**config.mk**
```make
export PLATFORM = sky130hd
export DESIGN_NAME = scope_capture
export DESIGN_NICKNAME = d
export VERILOG_FILES = /design/src/verilog/capture_pkg.sv /design/src/verilog/scope_capture.sv /design/src/verilog/capture_sequencer.sv /design/src/verilog/sample_ring.sv /design/src/verilog/trigger_unit.sv /design/src/verilog/capture_regs.sv
export SDC_FILE = /design/constraint.sdc
export NUM_CORES = 2
export LEC_CHECK = 0
export BUFFER_PORTS_ARGS = -buffer_cell sky130_fd_sc_hd__buf_2
export CORE_UTILIZATION = 30
export DETAILED_ROUTE_END_ITERATION = 12
export PLACE_DENSITY = 0.43
export SYNTH_ARGS = -nofsm -noshare
export SYNTH_HDL_FRONTEND = slang
export SYNTH_SLANG_ARGS = --single-unit
```
**constraint.sdc**
```tcl
create_clock -name clock -period 4.9 [get_ports clock]
set_input_delay 0.735 -clock clock [delete_from_list [all_inputs] [get_ports clock]]
set_output_delay 0.735 -clock clock [all_outputs]
set_load 0.02 [all_outputs]
```
**src/verilog/capture_pkg.sv**
```systemverilog
`default_nettype none

package capture_pkg;

    // One converter sample with its routing tags
    typedef struct packed {
        logic [15:0] data;
        logic [3:0]  dest;
        logic [3:0]  user;
    } sample_t;

    // Input beat, no ready since the source cannot stall
    typedef struct packed {
        logic    valid;
        sample_t sample;
    } in_stream_t;

    // Output beat, ready travels back on its own wire
    typedef struct packed {
        logic    valid;
        logic    last;
        sample_t sample;
    } out_stream_t;

    // Fields software sets through APB
    typedef struct packed {
        logic        source;        // 1 selects the external pin
        logic        slope;         // 1 selects a falling crossing
        logic [15:0] level;
        logic [11:0] trigger_point; // Samples kept before the trigger
    } capture_config_t;

    typedef enum logic [2:0] {
        idle        = 3'd0,
        pre_trigger = 3'd1,
        acquisition = 3'd2,
        stopped     = 3'd3,
        readout     = 3'd4
    } capture_state_t;

    // APB register map
    localparam logic [31:0] reg_control         = 32'h00;
    localparam logic [31:0] reg_level           = 32'h04;
    localparam logic [31:0] reg_trigger_point   = 32'h08;
    localparam logic [31:0] reg_status          = 32'h0C;
    localparam logic [31:0] reg_trigger_address = 32'h10;

endpackage

`default_nettype wire
```
**src/verilog/scope_capture.sv**
```systemverilog
`timescale 1ns/1ps
`default_nettype none

module scope_capture import capture_pkg::*; #(
    parameter int ADDRESS_WIDTH = 6,
    parameter int N_PIPE = 2
) (
    input  wire logic        clock,
    input  wire logic        reset,
    input  wire in_stream_t  in,
    input  wire logic        external_trigger,
    input  wire logic [31:0] paddr,
    input  wire logic        psel,
    input  wire logic        penable,
    input  wire logic        pwrite,
    input  wire logic [31:0] pwdata,
    output logic [31:0]      prdata,
    output logic             pready,
    output logic             pslverr,
    input  wire logic        out_ready,
    output out_stream_t      out
);

    capture_config_t          capture_config;
    capture_state_t           state;
    logic                     arm;
    logic                     trigger_hit;
    logic                     trigger_seen;
    logic [ADDRESS_WIDTH-1:0] trigger_address;
    logic                     write_enable;
    logic [ADDRESS_WIDTH-1:0] write_address;
    logic                     read_request;
    logic [ADDRESS_WIDTH-1:0] read_address;
    logic                     read_last;
    logic                     read_accept;
    logic                     out_transfer;

    // Beat leaves the core
    assign out_transfer = out.valid && out_ready;

    capture_regs #(
        .ADDRESS_WIDTH(ADDRESS_WIDTH)
    ) u_capture_regs (
        .clock(clock),
        .reset(reset),
        .paddr(paddr),
        .psel(psel),
        .penable(penable),
        .pwrite(pwrite),
        .pwdata(pwdata),
        .prdata(prdata),
        .pready(pready),
        .pslverr(pslverr),
        .state(state),
        .trigger_seen(trigger_seen),
        .trigger_address(trigger_address),
        .capture_config(capture_config),
        .arm(arm)
    );

    // Trigger and ring both watch the input stream
    trigger_unit u_trigger_unit (
        .clock(clock),
        .reset(reset),
        .in(in),
        .external_trigger(external_trigger),
        .capture_config(capture_config),
        .trigger_hit(trigger_hit)
    );

    sample_ring #(
        .ADDRESS_WIDTH(ADDRESS_WIDTH),
        .N_PIPE(N_PIPE)
    ) u_sample_ring (
        .clock(clock),
        .reset(reset),
        .in(in),
        .write_enable(write_enable),
        .write_address(write_address),
        .read_request(read_request),
        .read_address(read_address),
        .read_last(read_last),
        .read_accept(read_accept),
        .out_ready(out_ready),
        .out(out)
    );

    capture_sequencer #(
        .ADDRESS_WIDTH(ADDRESS_WIDTH)
    ) u_capture_sequencer (
        .clock(clock),
        .reset(reset),
        .in_valid(in.valid),
        .trigger_hit(trigger_hit),
        .arm(arm),
        .capture_config(capture_config),
        .read_accept(read_accept),
        .out_transfer(out_transfer),
        .write_enable(write_enable),
        .write_address(write_address),
        .read_request(read_request),
        .read_address(read_address),
        .read_last(read_last),
        .state(state),
        .trigger_seen(trigger_seen),
        .trigger_address(trigger_address)
    );

endmodule

`default_nettype wire

```
**src/verilog/capture_sequencer.sv**
```systemverilog
`timescale 1ns/1ps
`default_nettype none

module capture_sequencer import capture_pkg::*; #(
    parameter int ADDRESS_WIDTH = 6
) (
    input  wire logic                     clock,
    input  wire logic                     reset,
    input  wire logic                     in_valid,
    input  wire logic                     trigger_hit,
    input  wire logic                     arm,
    input  wire capture_config_t          capture_config,
    input  wire logic                     read_accept,
    input  wire logic                     out_transfer,
    output logic                          write_enable,
    output logic [ADDRESS_WIDTH-1:0]      write_address,
    output logic                          read_request,
    output logic [ADDRESS_WIDTH-1:0]      read_address,
    output logic                          read_last,
    output capture_state_t                state,
    output logic                          trigger_seen,
    output logic [ADDRESS_WIDTH-1:0]      trigger_address
);

    localparam logic [ADDRESS_WIDTH:0] DEPTH = 1 << ADDRESS_WIDTH;

    logic [ADDRESS_WIDTH-1:0] trigger_point;
    logic [ADDRESS_WIDTH-1:0] post_target;
    logic [ADDRESS_WIDTH:0]   fill_count;
    logic [ADDRESS_WIDTH:0]   post_count;
    logic [ADDRESS_WIDTH:0]   issue_count;
    logic [ADDRESS_WIDTH:0]   transfer_count;
    logic                     trigger_accept;
    logic                     sample_written;

    assign trigger_point = capture_config.trigger_point[ADDRESS_WIDTH-1:0];
    // Samples still needed after the trigger sample
    assign post_target = {ADDRESS_WIDTH{1'b1}} - trigger_point;

    // Hit refers to the sample written one cycle earlier
    assign trigger_accept = (state == pre_trigger) && trigger_hit
                            && (fill_count > {1'b0, trigger_point});

    always_comb begin
        case (state)
            // No post samples wanted means stop writing right away
            pre_trigger: write_enable = !(trigger_accept && post_target == '0);
            acquisition: write_enable = post_count != {1'b0, post_target};
            default: write_enable = 1'b0;
        endcase
    end

    assign sample_written = in_valid && write_enable;
    assign read_request = (state == readout) && (issue_count != DEPTH);
    assign read_last = issue_count == DEPTH - 1'b1;

    always_ff @(posedge clock) begin
        if (reset) begin
            state <= idle;
            write_address <= '0;
            read_address <= '0;
            trigger_address <= '0;
            trigger_seen <= 1'b0;
            fill_count <= '0;
            post_count <= '0;
            issue_count <= '0;
            transfer_count <= '0;
        end else begin
            if (sample_written) begin
                write_address <= write_address + 1'b1;
            end
            case (state)
                idle, stopped: begin
                    if (arm) begin
                        state <= pre_trigger;
                        fill_count <= '0;
                        trigger_seen <= 1'b0;
                    end else if (state == stopped) begin
                        // Oldest sample of the window first
                        state <= readout;
                        read_address <= trigger_address - trigger_point;
                        issue_count <= '0;
                        transfer_count <= '0;
                    end
                end
                pre_trigger: begin
                    // Saturates once the ring is full
                    if (sample_written && fill_count != DEPTH) begin
                        fill_count <= fill_count + 1'b1;
                    end
                    if (trigger_accept) begin
                        state <= acquisition;
                        trigger_seen <= 1'b1;
                        trigger_address <= write_address - 1'b1;
                        post_count <= sample_written ? 1 : 0;
                    end
                end
                acquisition: begin
                    if (sample_written) begin
                        post_count <= post_count + 1'b1;
                    end
                    if (post_count == {1'b0, post_target}) begin
                        state <= stopped;
                    end
                end
                readout: begin
                    if (read_request && read_accept) begin
                        read_address <= read_address + 1'b1;
                        issue_count <= issue_count + 1'b1;
                    end
                    // Done once the final beat leaves
                    if (out_transfer) begin
                        transfer_count <= transfer_count + 1'b1;
                        if (transfer_count == DEPTH - 1'b1) begin
                            state <= idle;
                        end
                    end
                end
                default: begin
                    state <= idle;
                end
            endcase
        end
    end

    // Ring only written while capturing, never past the window
    write_only_when_capturing: assert property (
        @(posedge clock) disable iff (reset)
        write_enable |-> (state == pre_trigger
                          || (state == acquisition && post_count < {1'b0, post_target}))
    );

endmodule

`default_nettype wire

```
**src/verilog/sample_ring.sv**
```systemverilog
`timescale 1ns/1ps
`default_nettype none

module sample_ring import capture_pkg::*; #(
    parameter int ADDRESS_WIDTH = 6,
    parameter int N_PIPE = 2
) (
    input  wire logic                     clock,
    input  wire logic                     reset,
    input  wire in_stream_t               in,
    input  wire logic                     write_enable,
    input  wire logic [ADDRESS_WIDTH-1:0] write_address,
    input  wire logic                     read_request,
    input  wire logic [ADDRESS_WIDTH-1:0] read_address,
    input  wire logic                     read_last,
    output logic                          read_accept,
    input  wire logic                     out_ready,
    output out_stream_t                   out
);

    localparam int DEPTH = 1 << ADDRESS_WIDTH;

    sample_t memory [DEPTH];

    // Stage 0 is the memory output register
    logic [N_PIPE:0] pipe_valid;
    logic [N_PIPE:0] pipe_last;
    sample_t         pipe_sample [N_PIPE+1];

    logic advance;

    // Whole pipeline holds while the output beat waits
    assign advance = !out.valid || out_ready;
    assign read_accept = advance;

    always_ff @(posedge clock) begin
        if (in.valid && write_enable) begin
            memory[write_address] <= in.sample;
        end
    end

    // Payload path
    always_ff @(posedge clock) begin
        if (advance) begin
            pipe_sample[0] <= memory[read_address];
            for (int i = 1; i <= N_PIPE; i++) begin
                pipe_sample[i] <= pipe_sample[i-1];
            end
        end
    end

    // Valid and last tags move with the payload
    always_ff @(posedge clock) begin
        if (reset) begin
            pipe_valid <= '0;
            pipe_last <= '0;
        end else if (advance) begin
            pipe_valid <= {pipe_valid[N_PIPE-1:0], read_request};
            pipe_last <= {pipe_last[N_PIPE-1:0], read_request && read_last};
        end
    end

    assign out.valid = pipe_valid[N_PIPE];
    assign out.last = pipe_last[N_PIPE];
    assign out.sample = pipe_sample[N_PIPE];

    // Held beat must not change until taken
    out_stable_when_held: assert property (
        @(posedge clock) disable iff (reset)
        out.valid && !out_ready |=> $stable(out)
    );

endmodule

`default_nettype wire

```
**src/verilog/trigger_unit.sv**
```systemverilog
`timescale 1ns/1ps
`default_nettype none

module trigger_unit import capture_pkg::*; (
    input  wire logic            clock,
    input  wire logic            reset,
    input  wire in_stream_t      in,
    input  wire logic            external_trigger,
    input  wire capture_config_t capture_config,
    output logic                 trigger_hit
);

    logic above;
    logic previous_above;
    logic have_previous;
    logic rising;
    logic falling;
    logic level_hit;

    // Comparison of the current sample
    assign above = in.sample.data >= capture_config.level;

    // Crossing needs a previous valid sample
    assign rising = have_previous && !previous_above && above;
    assign falling = have_previous && previous_above && !above;
    assign level_hit = capture_config.slope ? falling : rising;

    always_ff @(posedge clock) begin
        if (reset) begin
            previous_above <= 1'b0;
            have_previous <= 1'b0;
            trigger_hit <= 1'b0;
        end else begin
            if (in.valid) begin
                previous_above <= above;
                have_previous <= 1'b1;
            end
            // One cycle behind the sample that caused it
            if (capture_config.source) begin
                trigger_hit <= in.valid && external_trigger;
            end else begin
                trigger_hit <= in.valid && level_hit;
            end
        end
    end

endmodule

`default_nettype wire

```
**src/verilog/capture_regs.sv**
```systemverilog
`timescale 1ns/1ps
`default_nettype none

module capture_regs import capture_pkg::*; #(
    parameter int ADDRESS_WIDTH = 6
) (
    input  wire logic                     clock,
    input  wire logic                     reset,
    input  wire logic [31:0]              paddr,
    input  wire logic                     psel,
    input  wire logic                     penable,
    input  wire logic                     pwrite,
    input  wire logic [31:0]              pwdata,
    output logic [31:0]                   prdata,
    output logic                          pready,
    output logic                          pslverr,
    input  wire capture_state_t           state,
    input  wire logic                     trigger_seen,
    input  wire logic [ADDRESS_WIDTH-1:0] trigger_address,
    output capture_config_t               capture_config,
    output logic                          arm
);

    // Trigger point never reaches past the buffer
    localparam logic [11:0] POINT_MASK = 12'((1 << ADDRESS_WIDTH) - 1);

    logic access;
    logic mapped;
    logic read_only;

    // Access phase of an APB transfer
    assign access = psel && penable;

    always_comb begin
        mapped = 1'b1;
        read_only = 1'b0;
        case (paddr)
            reg_control, reg_level, reg_trigger_point: begin
                read_only = 1'b0;
            end
            reg_status, reg_trigger_address: begin
                read_only = 1'b1;
            end
            default: begin
                mapped = 1'b0;
            end
        endcase
    end

    // No wait states
    assign pready = access;
    assign pslverr = access && (!mapped || (pwrite && read_only));

    // Arm is a strobe, never stored
    assign arm = access && pwrite && (paddr == reg_control) && pwdata[0];

    always_ff @(posedge clock) begin
        if (reset) begin
            capture_config <= '0;
        end else if (access && pwrite) begin
            case (paddr)
                reg_control: begin
                    capture_config.source <= pwdata[1];
                    capture_config.slope <= pwdata[2];
                end
                reg_level: begin
                    capture_config.level <= pwdata[15:0];
                end
                reg_trigger_point: begin
                    capture_config.trigger_point <= pwdata[11:0] & POINT_MASK;
                end
                default: begin
                end
            endcase
        end
    end

    // Read mux, arm bit always reads 0
    always_comb begin
        prdata = '0;
        case (paddr)
            reg_control: prdata = {29'd0, capture_config.slope, capture_config.source, 1'b0};
            reg_level: prdata = {16'd0, capture_config.level};
            reg_trigger_point: prdata = {20'd0, capture_config.trigger_point};
            reg_status: prdata = {28'd0, trigger_seen, state};
            reg_trigger_address: prdata = 32'(trigger_address);
            default: prdata = '0;
        endcase
    end

    // APB setup always precedes enable
    penable_needs_psel: assert property (
        @(posedge clock) disable iff (reset) penable |-> psel
    );

endmodule

`default_nettype wire

```
==> results.yml <==
synthesis:
  synth_cell_types: 65
  syn_area_um2: 65800
  synth.top_cell.area_share: 0.734
  synthCells: 3023
  synth_area_leaders: "edfxtp_1 (73%), mux4_2 (16%), dfxtp_1 (2.7%)"
  ys_seq_elements: 1697
  synth_compound_area_frac: 0.0170
  ys_seq_area_frac: 0.761
  synth_top_family_by_area: "multiplexers"
  synth_edf_count: 1608
  synth-simple-area-share: 0.0266
  ys_warn_count: 0
  synthMuxAreaShare: 0.166
  synthAdderAreaFrac: 0.00715
  syn_avg_cell_area_um2: 21.8
  synthArstFlopShare: 0
  synth-main-ff-cell: "edfxtp_1"
  synth_xor_area_frac: 0.00479
  synth_largest_area_cell: "edfxtp_1"
timing:
  hold_viol: 0
  holdWs_ns: 0.149
  min_period_ns: 4.18
  tightestPinTransition_ns: 1.20
  tns_ns: 0
  rsz0062_at_grt: "false"
  fin_ws_ns: 0.717
  timing.fmax_mhz: 239
  fin_worst_skew_ns: 0.0751
  setup_viol: 0
  finalCritPeriodShare: 0.854
  maxSlewViolCount: 0
  relSlewSlack: 0.203
global_routing:
  antenna_found_initial: 15
  globalRouteTotalUtil: 0.160
  grt_pass1_wl_um: 251000
  grt-ovfl-total: 0
  grt_max_degree: 65
  grt_pass1_vias: 32030
layout:
  area_delta_synth_final_pct: 16.4
  final_common_cell: "edfxtp_1"
  num-fill-cells: 20115
  drive_gt1_frac: 0.319
  postLayoutCellArea_um2: 76600
  mostFrequentLayoutCells: "edfxtp_1 (1608), mux4_2 (480), clkbuf_16 (184)"
  nNetsFinal: 3429
floorplan:
  core_area_um2: 218000
  initial_core_util: 0.302
  num_rows: 171
  die_area_um2: 221000
  io_pins: 156
  die_x_um: 470
  die_h_um: 470
power_and_ir_drop:
  p_int_mw: 23.3
  vdd_drop_max_mv: 0.349
  clock_power_share: 0.449
  leakagePower_nw: 23.2
  p_switching_mw: 6.14
  power_frac_comb: 0.012
  p_sw_frac: 0.209
  p_seq_frac: 0.539
  power.total_mw: 29.4
  powerDensity_nw_per_um2: 384
critical_path:
  cp_max_fo: 13
  path_cells: "inv_1, ha_1, a21o_1, a211oi_1, a21oi_1, a21oi_2, or2_2, nand2_1, nor2_4, buf_4"
  rr_startpoint: "u_capture_regs.capture_config[4]$_SDFFE_PP0P_"
  reg2reg_depth: 10
  crit_path_start: "u_capture_regs.capture_config[4]$_SDFFE_PP0P_"
  endpoint_kind: "flip-flop"
  r2r-end: "u_sample_ring.memory[48][3]$_DFFE_PP_"
  crit_path_start_kind: "flip-flop"
  cpPeakStageDelay_ns: 0.78
  crit_family: "simple AND/OR/NAND/NOR gates"
  cp_data_arrival_time_ns: 4.69
  crit_type: "reg2reg"
  endpoint: "u_sample_ring.memory[48][3]$_DFFE_PP_"
  cp.depth: 10
  cpMaxStageDelayCell: "nor2_4"
  critPathBufInv: 2
  r2r_slack_ns: 0.72
  required_ns: 5.41
cts:
  cts_tree: "done"
  cts_buffer_depth: 3
  numCtsBuffers: 182
  ctsHoldBuffers: 0
  postCtsSetupBuffers: 0
  root_buffer: "clkbuf_16"
  clk_latency_ns: 0.83
  clock_sinks: 1697
  post_cts_resized: 0
  clkTransAtPathRegs_ns: 0.07
  htreeDepth: 4
route:
  vias_per_cell: 4.86
  post_drt_wl_per_cell_um: 28.2
  drc_errors: 0
  antenna_violating_nets_post_route: 0
  drt_iter0_markers: 2820
  vias: 30617
  first_pass_iters: 7
  drt_wl_total_um: 178000
run:
  drv_cap: 0
place:
  hpwl_um: 105000
  place_congestion: 0.756
  place_ws_ns: 0.741
  port_buffers: 123
  dpl-instance-area_um2: 70900
outcome:
  status: "completed"
worst_hold_path:
  min_path_type: "in2reg"
## worst min-delay path, delay by kind of cell
| family | cells | cell delay, ns |
|---|---|---|
| buffers and inverters | 1 | 0.09 |
| AND/OR/NAND/NOR | 1 | 0.05 |
| AO/OA/AOI/OAI | 1 | 0.06 |
## layer usage
metal  part of all wire  wire (µm)  global-route usage
met4              0.020       3500              0.0387
met1               0.45      79100               0.221
met5           0.000056         10                   0
met3              0.053       9490              0.0328
met2               0.48      85500               0.259
## power by group through the flow
stage               Clock (mW)  Combinational [mW]  Sequential (mW)
floorplan                    0              0.0537             16.2
global placement             0               0.371             16.2
detailed placement           0               0.379             16.2
CTS                       13.6               0.378             15.8
global route              14.1               0.401             15.8
finish                    13.2               0.366             15.8
## cells by family after synthesis
| kind of cell | after synthesis |
|---|---|
| AO/OA/AOI/OAI | 168 |
| XOR/XNOR | 36 |
| adder cells (fa/ha/maj) | 37 |
| buffers and inverters | 236 |
| flip-flops | 1697 |
| multiplexers | 489 |
| other | 1 |
| AND/OR/NAND/NOR | 359 |
## final cells by class
cell class	count	area, µm²	area share
flip-flops and latches	1697	50100	0.654
multi-input cells	1105	15100	0.197
clock buffers	231	4830	0.0631
well taps	2854	3570	0.0466
repair buffers	272	1970	0.0258
clock inverters	97	852	0.0111
inverters	38	145	0.00190
diodes	3	7.51	0.0000980
## cell usage after synthesis, types with 3 or more instances
cell      count
a211oi_1     12
mux4_2      480
a21oi_1      49
a22oi_1      56
nand2_1      99
nand4_1      14
nand2b_1      4
or3_1         5
edfxtp_1   1608
xnor2_1      12
buf_4        44
a222oi_1      4
a21o_1        5
buf_1         7
nor3_1       13
or2_2         6
and3_1        7
inv_1        38
mux2i_1       8
xor2_1       24
nor3b_1       4
nor2b_1       7
buf_6         5
ha_1         36
buf_2        47
or4_4         3
and2_1       15
dfxtp_1      89
nand4b_1      3
nand4_2       3
nand3b_1      7
or3b_2        3
nor4_1        8
clkbuf_1     95
nor2_1      129
nand3_1      15
o21ai_0      23
## worst min-delay path by stage
stage	from	to	slack [ns]	depth (start not counted)
floorplan	u_sample_ring.pipe_sample[0][0]$_DFFE_PN_	u_sample_ring.pipe_sample[0][24]$_DFFE_PN_	0.40	0
global route	pwdata[15]	u_capture_regs.capture_config[27]$_SDFFE_PP0P_	0.11	3
finish	pwdata[13]	u_capture_regs.capture_config[25]$_SDFFE_PP0P_	0.15	3
CTS	pwdata[12]	u_capture_regs.capture_config[24]$_SDFFE_PP0P_	0.08	3
global placement	u_sample_ring.pipe_sample[0][38]$_DFFE_PN_	u_sample_ring.pipe_sample[0][62]$_DFFE_PN_	0.40	0
detailed placement	u_sample_ring.pipe_sample[0][10]$_DFFE_PN_	u_sample_ring.pipe_sample[0][34]$_DFFE_PN_	0.40	0
## sequential cells by signal, indices dropped and copies added, names as in the netlist, 6 cells and up, named ones only
register and count:
u_sample_ring.pipe_sample 72, u_capture_sequencer.trigger_address 6, u_capture_regs.capture_config 24, u_capture_sequencer.read_address 6, u_sample_ring.memory 1536, u_capture_sequencer.post_count 7
u_capture_sequencer.transfer_count 7, u_capture_sequencer.fill_count 7, u_capture_sequencer.issue_count 7, u_capture_sequencer.write_address 6
## stage by stage
step | util | cells
finish | 0.352 | 6297
global route | 0.352 | 6295
CTS | 0.352 | 6294
detailed placement | 0.326 | 5966
global placement | 0.326 | 5966
floorplan | - | 3038
Power figures use the tool's default switching activity.
